--- config.mk ---
export PLATFORM = sky130hd
export DESIGN_NAME = fifo_test_top
export DESIGN_NICKNAME = d
export VERILOG_FILES = /design/src/logic/ns_pkg.sv /design/src/logic/ns_link_if.sv /design/src/logic/tick_gen.sv /design/src/logic/msg_fifo.sv /design/src/logic/fifo_tester.sv /design/src/logic/seg7_encode.sv /design/src/logic/fifo_test_top.sv
export SDC_FILE = /design/constraint.sdc
export NUM_CORES = 1
export LEC_CHECK = 0
export BUFFER_PORTS_ARGS = -buffer_cell sky130_fd_sc_hd__buf_2
export CAP_MARGIN = 20
export CORE_UTILIZATION = 45
export CTS_CLUSTER_DIAMETER = 50
export CTS_CLUSTER_SIZE = 14
export DETAILED_ROUTE_END_ITERATION = 10
export PLACE_DENSITY = 0.72
export SYNTH_ARGS = -nofsm -noshare
export SYNTH_HDL_FRONTEND = slang
export SYNTH_SLANG_ARGS = --single-unit
--- constraint.sdc ---
create_clock -name i_clk -period 2.57 [get_ports i_clk]
set_input_delay 0.257 -clock i_clk [delete_from_list [all_inputs] [get_ports i_clk]]
set_output_delay 0.257 -clock i_clk [all_outputs]
set_load 0.01 [all_outputs]
--- src/logic/ns_pkg.sv ---
package ns_pkg;

	// message field widths
	localparam int ADDR_W = 6;
	localparam int DATA_W = 8;
	localparam int REDUN_W = 4;

	// one message on a link, 18 bits
	typedef struct packed {
		logic [ADDR_W-1:0] addr;
		logic [DATA_W-1:0] data;
		logic [REDUN_W-1:0] redun;
	} msg_t;

	// status led positions
	localparam int LED_RUN = 0;
	localparam int LED_DONE = 1;
	localparam int LED_ERR = 2;
	localparam int LED_FULL = 3;

	// shown on both digits while every led is dark
	localparam logic [3:0] IDLE_DIGIT = 4'hA;

	// data rule: zero-extended address xor 5A
	function automatic logic [DATA_W-1:0] msg_data(input logic [ADDR_W-1:0] addr);
		logic [DATA_W-1:0] wide;
		wide = {{(DATA_W-ADDR_W){1'b0}}, addr};
		return wide ^ 8'h5A;
	endfunction

	// redundancy rule: high nibble xor low nibble
	function automatic logic [REDUN_W-1:0] msg_redun(input logic [DATA_W-1:0] data);
		return data[7:4] ^ data[3:0];
	endfunction

endpackage

--- src/logic/ns_link_if.sv ---
interface ns_link_if;
	import ns_pkg::*;

	// payload, held by the sender while req is up
	msg_t msg;
	// sender has a message
	logic req;
	// receiver can take one, may rise before req
	logic ack;

	// transfer on any edge with req and ack both high

	modport snd (
		output msg,
		output req,
		input  ack
	);

	modport rcv (
		input  msg,
		input  req,
		output ack
	);

endinterface

--- src/logic/tick_gen.sv ---
module tick_gen #(
	parameter int TICK_DIV = 8
) (
	input  logic i_clk,
	input  logic i_rst_n,
	output logic o_tick
);

	// at least one bit even for a divide by one
	localparam int CNT_W = (TICK_DIV > 1) ? $clog2(TICK_DIV) : 1;

	logic [CNT_W-1:0] cnt;
	logic wrap;

	// last count of the period
	assign wrap = (cnt == CNT_W'(TICK_DIV - 1));

	// free-running divide counter
	always_ff @(posedge i_clk or negedge i_rst_n) begin
		if (!i_rst_n) begin
			cnt <= '0;
		end else if (wrap) begin
			cnt <= '0;
		end else begin
			cnt <= cnt + 1'b1;
		end
	end

	// pulse while counter sits at zero
	// so the first tick comes one cycle after reset
	always_ff @(posedge i_clk or negedge i_rst_n) begin
		if (!i_rst_n) begin
			o_tick <= 1'b0;
		end else begin
			o_tick <= (cnt == '0);
		end
	end

endmodule

--- src/logic/msg_fifo.sv ---
module msg_fifo #(
	parameter int DEPTH = 4
) (
	input  logic   i_clk,
	input  logic   i_rst_n,
	ns_link_if.rcv i_wr,
	ns_link_if.snd o_rd,
	output logic   o_full
);
	import ns_pkg::*;

	localparam int PTR_W = (DEPTH > 1) ? $clog2(DEPTH) : 1;
	localparam int CNT_W = $clog2(DEPTH + 1);

	// circular message storage
	msg_t mem [DEPTH];

	logic [PTR_W-1:0] wr_ptr;
	logic [PTR_W-1:0] rd_ptr;
	logic [CNT_W-1:0] count;
	logic full;
	logic wr_en;
	logic rd_en;

	assign full = (count == CNT_W'(DEPTH));
	assign o_full = full;

	// write side acks on own state only
	assign i_wr.ack = !full;
	assign wr_en = i_wr.req && i_wr.ack;

	// read side offers the head whenever something is stored
	assign o_rd.req = (count != '0);
	assign o_rd.msg = mem[rd_ptr];
	assign rd_en = o_rd.req && o_rd.ack;

	always_ff @(posedge i_clk) begin
		if (wr_en) begin
			mem[wr_ptr] <= i_wr.msg;
		end
	end

	// pointers wrap at DEPTH for any depth
	always_ff @(posedge i_clk or negedge i_rst_n) begin
		if (!i_rst_n) begin
			wr_ptr <= '0;
			rd_ptr <= '0;
		end else begin
			if (wr_en) begin
				wr_ptr <= (wr_ptr == PTR_W'(DEPTH - 1)) ? '0 : wr_ptr + 1'b1;
			end
			if (rd_en) begin
				rd_ptr <= (rd_ptr == PTR_W'(DEPTH - 1)) ? '0 : rd_ptr + 1'b1;
			end
		end
	end

	// occupancy count unchanged when both sides move
	always_ff @(posedge i_clk or negedge i_rst_n) begin
		if (!i_rst_n) begin
			count <= '0;
		end else begin
			case ({wr_en, rd_en})
				2'b10: count <= count + 1'b1;
				2'b01: count <= count - 1'b1;
				default: count <= count;
			endcase
		end
	end

endmodule

--- src/logic/fifo_tester.sv ---
module fifo_tester #(
	parameter int MIN_ADDR = 0,
	parameter int MAX_ADDR = 55
) (
	input  logic       i_clk,
	input  logic       i_rst_n,
	input  logic       i_switch_1,
	input  logic       i_switch_2,
	input  logic       i_tick,
	input  logic       i_full,
	ns_link_if.snd     o_msg,
	ns_link_if.rcv     i_msg,
	output logic [3:0] o_leds,
	output logic [3:0] o_digit0,
	output logic [3:0] o_digit1
);
	import ns_pkg::*;

	// bit 0 is switch 1, bit 1 is switch 2
	logic [1:0] sw_meta;
	logic [1:0] sw_sync;
	logic [1:0] sw_prev;
	logic [1:0] sw_rise;
	logic restart;
	logic arm_hit;

	logic flushing;
	logic src_req;
	logic src_last;
	logic src_start;
	logic src_xfer;
	logic [ADDR_W-1:0] src_addr;
	logic corrupt_arm;
	logic corrupt_cur;
	logic [DATA_W-1:0] src_data;
	msg_t src_msg;

	logic running;
	logic err;
	logic done;
	logic full_seen;
	logic rcv_xfer;
	logic rcv_bad;
	logic [ADDR_W-1:0] exp_addr;
	logic [ADDR_W-1:0] last_addr;
	logic [DATA_W-1:0] last_wide;

	// two flop sync then edge detect
	always_ff @(posedge i_clk or negedge i_rst_n) begin
		if (!i_rst_n) begin
			sw_meta <= '0;
			sw_sync <= '0;
			sw_prev <= '0;
		end else begin
			sw_meta <= {i_switch_2, i_switch_1};
			sw_sync <= sw_meta;
			sw_prev <= sw_sync;
		end
	end

	assign sw_rise = sw_sync & ~sw_prev;
	assign arm_hit = sw_rise[0];
	assign restart = sw_rise[1];

	// new run only when idle, drained and not yet sent
	assign src_start = !restart && !flushing && !src_req && !src_last;
	assign src_xfer = src_req && o_msg.ack;

	// bit 0 flipped on the one corrupted message
	// redundancy stays from clean data
	assign src_data = msg_data(src_addr) ^ {{(DATA_W-1){1'b0}}, corrupt_cur};
	assign src_msg = '{addr: src_addr, data: src_data, redun: msg_redun(msg_data(src_addr))};
	assign o_msg.msg = src_msg;
	assign o_msg.req = src_req;

	// message source
	always_ff @(posedge i_clk or negedge i_rst_n) begin
		if (!i_rst_n) begin
			flushing <= 1'b0;
			src_req <= 1'b0;
			src_last <= 1'b0;
			src_addr <= ADDR_W'(MIN_ADDR);
			corrupt_arm <= 1'b0;
			corrupt_cur <= 1'b0;
		end else begin
			if (restart) begin
				// held message finishes during flush
				flushing <= 1'b1;
				src_last <= 1'b0;
				corrupt_arm <= 1'b0;
			end else if (flushing) begin
				if (src_xfer) begin
					src_req <= 1'b0;
				end else if (!src_req && !i_msg.req) begin
					// fifo empty, old messages gone
					flushing <= 1'b0;
				end
			end else if (src_start) begin
				src_req <= 1'b1;
				src_addr <= ADDR_W'(MIN_ADDR);
				corrupt_cur <= corrupt_arm;
				corrupt_arm <= 1'b0;
			end else if (src_xfer) begin
				if (src_addr == ADDR_W'(MAX_ADDR)) begin
					src_req <= 1'b0;
					src_last <= 1'b1;
				end else begin
					src_addr <= src_addr + 1'b1;
					// corruption picked up only on a fresh message
					corrupt_cur <= corrupt_arm;
					corrupt_arm <= 1'b0;
				end
			end
			// a press wins over the clear above
			if (arm_hit && !restart) begin
				corrupt_arm <= 1'b1;
			end
		end
	end

	// sink takes one per tick, drains freely in flush
	assign i_msg.ack = flushing || (i_tick && running);
	assign rcv_xfer = i_msg.req && i_msg.ack;

	// any field off the rules
	assign rcv_bad = (i_msg.msg.addr != exp_addr)
		|| (i_msg.msg.data != msg_data(exp_addr))
		|| (i_msg.msg.redun != msg_redun(i_msg.msg.data));

	// sink and checker
	always_ff @(posedge i_clk or negedge i_rst_n) begin
		if (!i_rst_n) begin
			running <= 1'b0;
			err <= 1'b0;
			done <= 1'b0;
			full_seen <= 1'b0;
			exp_addr <= ADDR_W'(MIN_ADDR);
			last_addr <= '0;
		end else if (restart) begin
			running <= 1'b0;
			err <= 1'b0;
			done <= 1'b0;
			full_seen <= 1'b0;
			exp_addr <= ADDR_W'(MIN_ADDR);
		end else begin
			if (src_start) begin
				running <= 1'b1;
			end
			if (i_full) begin
				full_seen <= 1'b1;
			end
			if (running && rcv_xfer) begin
				last_addr <= i_msg.msg.addr;
				if (rcv_bad) begin
					// sticky, sink stops acking
					err <= 1'b1;
					running <= 1'b0;
				end else if (exp_addr == ADDR_W'(MAX_ADDR)) begin
					done <= 1'b1;
					running <= 1'b0;
				end else begin
					exp_addr <= exp_addr + 1'b1;
				end
			end
		end
	end

	assign o_leds[LED_RUN] = running;
	assign o_leds[LED_DONE] = done;
	assign o_leds[LED_ERR] = err;
	assign o_leds[LED_FULL] = full_seen;

	// address split in nibbles, idle pattern while dark
	assign last_wide = {{(DATA_W-ADDR_W){1'b0}}, last_addr};
	assign o_digit0 = (o_leds == '0) ? IDLE_DIGIT : last_wide[3:0];
	assign o_digit1 = (o_leds == '0) ? IDLE_DIGIT : last_wide[7:4];

endmodule

--- src/logic/seg7_encode.sv ---
module seg7_encode (
	input  logic       i_clk,
	input  logic [3:0] i_digit,
	output logic [6:0] o_seg_n
);

	// bit 6 is segment a, bit 0 is segment g
	logic [6:0] seg;

	// active high pattern per hex digit
	always_comb begin
		case (i_digit)
			4'h0: seg = 7'h7E;
			4'h1: seg = 7'h30;
			4'h2: seg = 7'h6D;
			4'h3: seg = 7'h79;
			4'h4: seg = 7'h33;
			4'h5: seg = 7'h5B;
			4'h6: seg = 7'h5F;
			4'h7: seg = 7'h70;
			4'h8: seg = 7'h7F;
			4'h9: seg = 7'h7B;
			4'hA: seg = 7'h77;
			4'hB: seg = 7'h1F;
			4'hC: seg = 7'h4E;
			4'hD: seg = 7'h3D;
			4'hE: seg = 7'h4F;
			default: seg = 7'h47;
		endcase
	end

	// common anode, segment lit when low
	always_ff @(posedge i_clk) begin
		o_seg_n <= ~seg;
	end

endmodule

--- src/logic/fifo_test_top.sv ---
module fifo_test_top #(
	parameter int MIN_ADDR = 0,
	parameter int MAX_ADDR = 55,
	parameter int DEPTH = 4,
	parameter int TICK_DIV = 8
) (
	input  logic       i_clk,
	input  logic       i_rst_n,
	input  logic       i_switch_1,
	input  logic       i_switch_2,
	output logic [6:0] o_segment1,
	output logic [6:0] o_segment2,
	output logic [3:0] o_led
);

	logic tick;
	logic fifo_full;
	logic [3:0] leds;
	logic [3:0] digit0;
	logic [3:0] digit1;

	// tester to fifo, and fifo back to tester
	ns_link_if lnk_out ();
	ns_link_if lnk_in ();

	// step enable for the slow sink
	tick_gen #(
		.TICK_DIV(TICK_DIV)
	) tick_gen_inst (
		.i_clk  (i_clk),
		.i_rst_n(i_rst_n),
		.o_tick (tick)
	);

	// unit under test
	msg_fifo #(
		.DEPTH(DEPTH)
	) msg_fifo_inst (
		.i_clk  (i_clk),
		.i_rst_n(i_rst_n),
		.i_wr   (lnk_out.rcv),
		.o_rd   (lnk_in.snd),
		.o_full (fifo_full)
	);

	fifo_tester #(
		.MIN_ADDR(MIN_ADDR),
		.MAX_ADDR(MAX_ADDR)
	) fifo_tester_inst (
		.i_clk     (i_clk),
		.i_rst_n   (i_rst_n),
		.i_switch_1(i_switch_1),
		.i_switch_2(i_switch_2),
		.i_tick    (tick),
		.i_full    (fifo_full),
		.o_msg     (lnk_out.snd),
		.i_msg     (lnk_in.rcv),
		.o_leds    (leds),
		.o_digit0  (digit0),
		.o_digit1  (digit1)
	);

	// low nibble on the first display
	seg7_encode seg_lo_inst (
		.i_clk  (i_clk),
		.i_digit(digit0),
		.o_seg_n(o_segment1)
	);

	seg7_encode seg_hi_inst (
		.i_clk  (i_clk),
		.i_digit(digit1),
		.o_seg_n(o_segment2)
	);

	assign o_led = leds;

endmodule

Word level (Yosys, flattened, before mapping). Memories as Yosys holds them, arrays and structs flattened. Index checks and enable logic that the tools add are counted.

Flip-flop bits (word level): 58. RAM bits: 68. ROM bits: 224. Input bits: 4. Output and inout bits: 18. Word-level logic and storage cells: 153. Memories kept: 3.

Add/subtract/negate cells: 7. Equality and inequality tests: 19. Muxes and demuxes: 52. Bitwise operators: 11. Reductions and logical operators: 39.

Memories: (name not given) (words 16, bits a word 7, rd ports 1, clocked after memory_dff 0, wr ports 0, RTL line seg7_encode.sv:12) `case (i_digit)`; (name not given) (words 16, bits a word 7, rd ports 1, clocked after memory_dff 0, wr ports 0, RTL line seg7_encode.sv:12); msg_fifo_inst.mem (words 4, bits a word 17, rd ports 1, clocked after memory_dff 0, wr ports 1, RTL line msg_fifo.sv:16) `msg_t mem [DEPTH];`.

Operator list (number): 2-to-1 mux 6 bit (7); 2-to-1 mux 1 bit (39); nonzero test 2 bit (8); inverter 7 bit (2); adder 6 x 1 -> 6 bit (second input constant) (2); equality test 6 bit (second input constant) (2); AND reduction 4 bit (3); != test 2 x 1 -> 1 bit (second input constant) (5); logical AND 1 bit (9); AND reduction 3 bit (3); 2-to-1 mux 4 bit (2); != test 8 x 7 -> 1 bit (1); inverter 3 -> 4 bit (2); XOR 7 x 1 -> 7 bit (1); adder 3 x 1 -> 3 bit (second input constant) (2); equality test 2 bit (second input constant) (3); equality test 3 bit (second input constant) (2); logical NOT 1 bit (6); != test 6 bit (1); one-hot mux 3 bit (2 select lines) (1); nonzero test 3 bit (2); adder 2 x 1 -> 2 bit (second input constant) (2); logical NOT 4 bit (1); 2-to-1 mux 2 bit (2); 16 further kinds (20).

Logic depth before layout (Yosys ltp).
Depth in word-level cells: 11. Depth in mapped cells: 10.

Cells and area by module. A second synthesis with hierarchy kept.

Cells, all modules: 405. Area, all modules: 5866.9 µm².

By module, submodules not included: msg_fifo (times used 1, cells an instance 135, area each 3094.2 µm²); fifo_tester (times used 1, cells an instance 183, area each 1824.2 µm²); seg7_encode (times used 2, cells an instance 38, area each 392.9 µm²); tick_gen (times used 1, cells an instance 11, area each 162.7 µm²).

Worst setup path after synthesis. OpenSTA, ideal clock, no wires.

Path type: reg2reg. From: register msg_fifo_inst.rd_ptr[1]. To: register fifo_tester_inst.exp_addr[4]. Arrival time: 2440 ps. Data required time: 2450 ps. Path slack: 10 ps. Stages on the path, launching flop included: 11. Buffers on the path: 3. Clock period less this slack: 2560 ps. Cell sequence: dfrtp_1 > buf_6 > buf_6 > buf_2 > mux4_2 > or3b_1 > mux2i_1 > nand4_2 > nor4_4 > a21oi_1 > a31o_1.

Word-level cells in the longest chain between the ends: 6. Elaborated cells on any way between the ends: 9.

Ends and longest elaborated chain: start, declared (RTL line msg_fifo.sv:19) `logic [PTR_W-1:0] rd_ptr;`; start signal, assigned (RTL line msg_fifo.sv:53) `rd_ptr <= (rd_ptr == PTR_W'(DEPTH - 1)) ? '0 : rd_ptr + 1'b1;`; memory (4 x 17 bit) (*); != test 8 x 7 -> 1 bit (tied with other cells) (RTL line fifo_tester.sv:127) `|| (i_msg.msg.data != msg_data(exp_addr))`; logical OR 1 bit or != test 4 bit (tied branches) (RTL line fifo_tester.sv:127, fifo_tester.sv:128); logical OR 1 bit (*) (RTL line fifo_tester.sv:128) `|| (i_msg.msg.redun != msg_redun(i_msg.msg.data));`; != test 2 x 1 -> 1 bit (no line) (*); AND reduction 3 bit (no line) (*); end signal, assigned (RTL line fifo_tester.sv:137) `exp_addr <= ADDR_W'(MIN_ADDR);`; end signal, assigned (RTL line fifo_tester.sv:144) `exp_addr <= ADDR_W'(MIN_ADDR);`; end signal, assigned (RTL line fifo_tester.sv:162) `exp_addr <= exp_addr + 1'b1;`; end, declared (RTL line fifo_tester.sv:44) `logic [ADDR_W-1:0] exp_addr;`.

Mark *: on every way between the ends. The rest lies on a longest branch, timed or not. A chain may end at the register's enable or synchronous reset.

Worst setup path in the final report. Ends and elaborated chain as after synthesis.

==> reports/results.tsv <==
stage	metric	value	unit
status	status	finished, violations left	
status	failing checks	setup timing	
clocking	clock-pin slew on the worst setup and hold paths	0.12	ns
critical_path	flop-to-flop setup slack	-0.01	ns
critical_path	end point of the critical path	fifo_tester_inst.exp_addr[4]	
global_route	vias in the first global route	2865	
yosys	yosys warns	0	
critical_path	Worst Setup Start Kind	flop	
finish	layout cells sized above 1	22.8	%
sta	Pins Over Slew Limit	0	
critical_path	R2R depth	7	
sta	Worst Skew	0.0128	ns
sta	Final Hold Viols	0	
routing	DRC	0	
critical_path	Worst Path Arrival	2.86	ns
yosys	Post-synth EDFFs	52	
flow_run	max-cap violation count	0	
clocking	root buf cell	clkbuf_8	
yosys	top cells by area, synth	edfxtp_1, dfrtp_1, dfxtp_1, mux4_2, ha_1	
critical_path	reg2reg end	fifo_tester_inst.exp_addr[4]	
sta	post-route minimum period	2.58	ns
sta	Tcrit/Tclk final	101	%
global_route	initial antenna violation count	0	
placement	Port Buf Inserts	21	
global_route	gr ovfl total	0	
clocking	CTS Buffer Depth	2	
sta	slew margin rel.	53.0	%
sta	unrepaired setup endpoints after global routing	yes	
sta	Final TNS setup	-0.0137	ns
yosys	Synth Flop Type	edfxtp_1	
global_route	largest net degree at the start of global routing	45	
routing	1st-pass router iterations	4	
routing	per-cell routed wire length	15.5	um
sta	Setup Viol. Count Final	1	
yosys	Syn Area/Cell	12.9	um2
yosys	synth cell count leaders	edfxtp_1, dfrtp_1, nor2_1	
yosys	synthesized flop and latch total	110	
critical_path	crit path launch	msg_fifo_inst.rd_ptr[1]	
die	Initial Utilization	47.1	%
placement	Placed Area	5280	um2
finish	Final Instance Area	5600	um2
finish	# diodes	0	
yosys	Cell Area, Synth	4930	um2
die	I/O pin cnt	22	
placement	Placement Setup Slack	-0.133	ns
pwr	Power Density	1160	nW/um2
yosys	most common cell in the netlist	edfxtp_1	
finish	FILL cells	893	
yosys	Netlist cell types	54	
pwr	Leakage	2.31	nW
routing	initial detailed-routing violation count	199	
die	Site Rows	37	
clocking	CTS Buf Count	9	
sta	final worst slack	-0.0137	ns
routing	Via density	5.25	
yosys	asr flop ratio synth	40.0	%
clocking	worst skew pair latency	0.39	ns
critical_path	Setup CP Type	reg -> reg	
yosys	sequential share of the synthesized area	59.7	%
critical_path	crit path max fanout	7	
critical_path	crit end category	flop	
placement	GPL Wtd Cong	0.828	
min_path	HP Class	in -> async	
pwr	Peak VDD IR	0.463	mV
routing	Vias	2974	
yosys	Yosys top cell area share	31.7	%
routing	Total Wirelength	8.78	mm
global_route	GRT Total Usage	16.5	%
routing	post-route ant nets	0	
sta	Fin Hold WS	0.284	ns
sta	Fmax	387	MHz
clocking	CTS tree	built	
pwr	Total Power	0.00649	W
clocking	Clock Sinks	110	
die	full die area	11400	um2
finish	Nets	447	
yosys	Post-Syn Nets	403	
finish	Area Overhead vs Synth	13.6	%
global_route	first-pass GRT wire length	14.2	mm
placement	DP Wirelength	6.30	mm
yosys	Post-Syn Instances	381	
die	Die Ht	107	um
sta	Least-Margin Pin Slew	0.705	ns
clocking	H-tree depth	3	
critical_path	worst endpoint required time	2.84	ns
critical_path	Worst R2R Start	msg_fifo_inst.rd_ptr[1]	
die	chip width	107	um
die	core area	10500	um2
yosys	biggest area consumer among synthesized cells	edfxtp_1	
-- cells by family (layout without fill, tap and decap cells) --
family                     Yosys count  count (layout)  synth area share, %
xor gates and xnor gates            22              22                 3.91
muxes                               35              35                 10.3
and+or+nand+nor                    107             107                 11.4
DFF                                110             110                 59.7
other                                1               1               0.0761
AOI/OAI and AO/OA                   51              51                 6.40
adders and majority gates           18              18                 4.72
buffers and inverters               37              86                 3.50
-- repair_timing --
item / CTS / global route
resized for setup: 4 / 4
setup endpoints to repair: 6 / 6
pin swaps: 2 / 4
buffers inserted: 0 / 2
hold endpoints to repair: 2 / 13
hold buffers: 2 / 1
-- final cells by class --
type	instances	area [um2]	area share, %
repair buffers	49	339	6.06
clock buffers	9	124	2.21
clock inverters	7	96.3	1.72
inverters	21	78.8	1.41
well taps	136	170	3.04
flip-flops and latches	110	2950	52.6
multi-input cells	234	1850	33.0
-- how the worst min path moves through the flow --
stage,endpoint,slack [ns],cells past startpoint
floorplan,fifo_tester_inst.corrupt_arm,-0.04,0
global placement,fifo_tester_inst.sw_sync[1],0.34,0
detailed placement,fifo_tester_inst.sw_sync[1],0.34,0
CTS,tick_gen_inst.cnt[1],0.05,1
global route,tick_gen_inst.cnt[1],0.29,2
finish,tick_gen_inst.cnt[1],0.28,2
-- worst max-delay path: stages, from the launching register on --
cell	delay (ns)
dfrtp_2	0.49
mux2_4	0.32
or2_0	0.21
mux4_2	0.44
or4_4	0.48
nor4_4	0.24
a21oi_2	0.09
a31o_1	0.21
-- power breakdown --
group	switching (W)	leakage [nW]	total [W]	internal, W
clock	0.000683	0.109	0.00109	0.000405
combinational	0.00137	1.09	0.00261	0.00124
sequential	0.000368	1.12	0.00279	0.00242
total	0.00243	2.31	0.00649	0.00406
-- cells in the final DEF, fill, tap and decap left out, types with 7 or more instances in the layout --
master and count:
mux2_2 7, buf_2 21, ha_1 17, mux2i_1 14
dfrtp_1 42, nand2_1 22, xor2_1 9, edfxtp_1 52
nor2_1 40, mux4_2 11, dfxtp_1 14, inv_1 21
a21oi_1 15, o21ai_0 13, xnor2_1 12, clkbuf_8 9
and2_1 8, buf_4 23
-- layer usage --
metal  vias to the layer above  routed length, um  GRT usage (%)
met5                         -                  0              0
met3                        11                221           4.56
li1                       1437                  -              -
met4                         0                137           4.89
met1                      1479               4020           21.1
met2                        47               4410           27.5
-- per-stage QoR --
step                      utilization [%]  std cells
after floorplan                         -        381
after CTS                            52.9        562
after global placement               50.5        544
after global routing                 53.5        566
final                                53.5        566
after detailed placement             50.5        544
-- sequential cells by signal, indices dropped and copies added, names as in the netlist, 2 cells and up --
name	cells
fifo_tester_inst.exp_addr	6
fifo_tester_inst.last_addr	6
fifo_tester_inst.src_addr	6
fifo_tester_inst.sw_meta	2
fifo_tester_inst.sw_prev	2
fifo_tester_inst.sw_sync	2
msg_fifo_inst.count	3
msg_fifo_inst.mem	52
msg_fifo_inst.rd_ptr	2
msg_fifo_inst.wr_ptr	2
seg_hi_inst.o_seg_n	7
seg_lo_inst.o_seg_n	7
tick_gen_inst.cnt	3
Power figures use the tool's default switching activity.
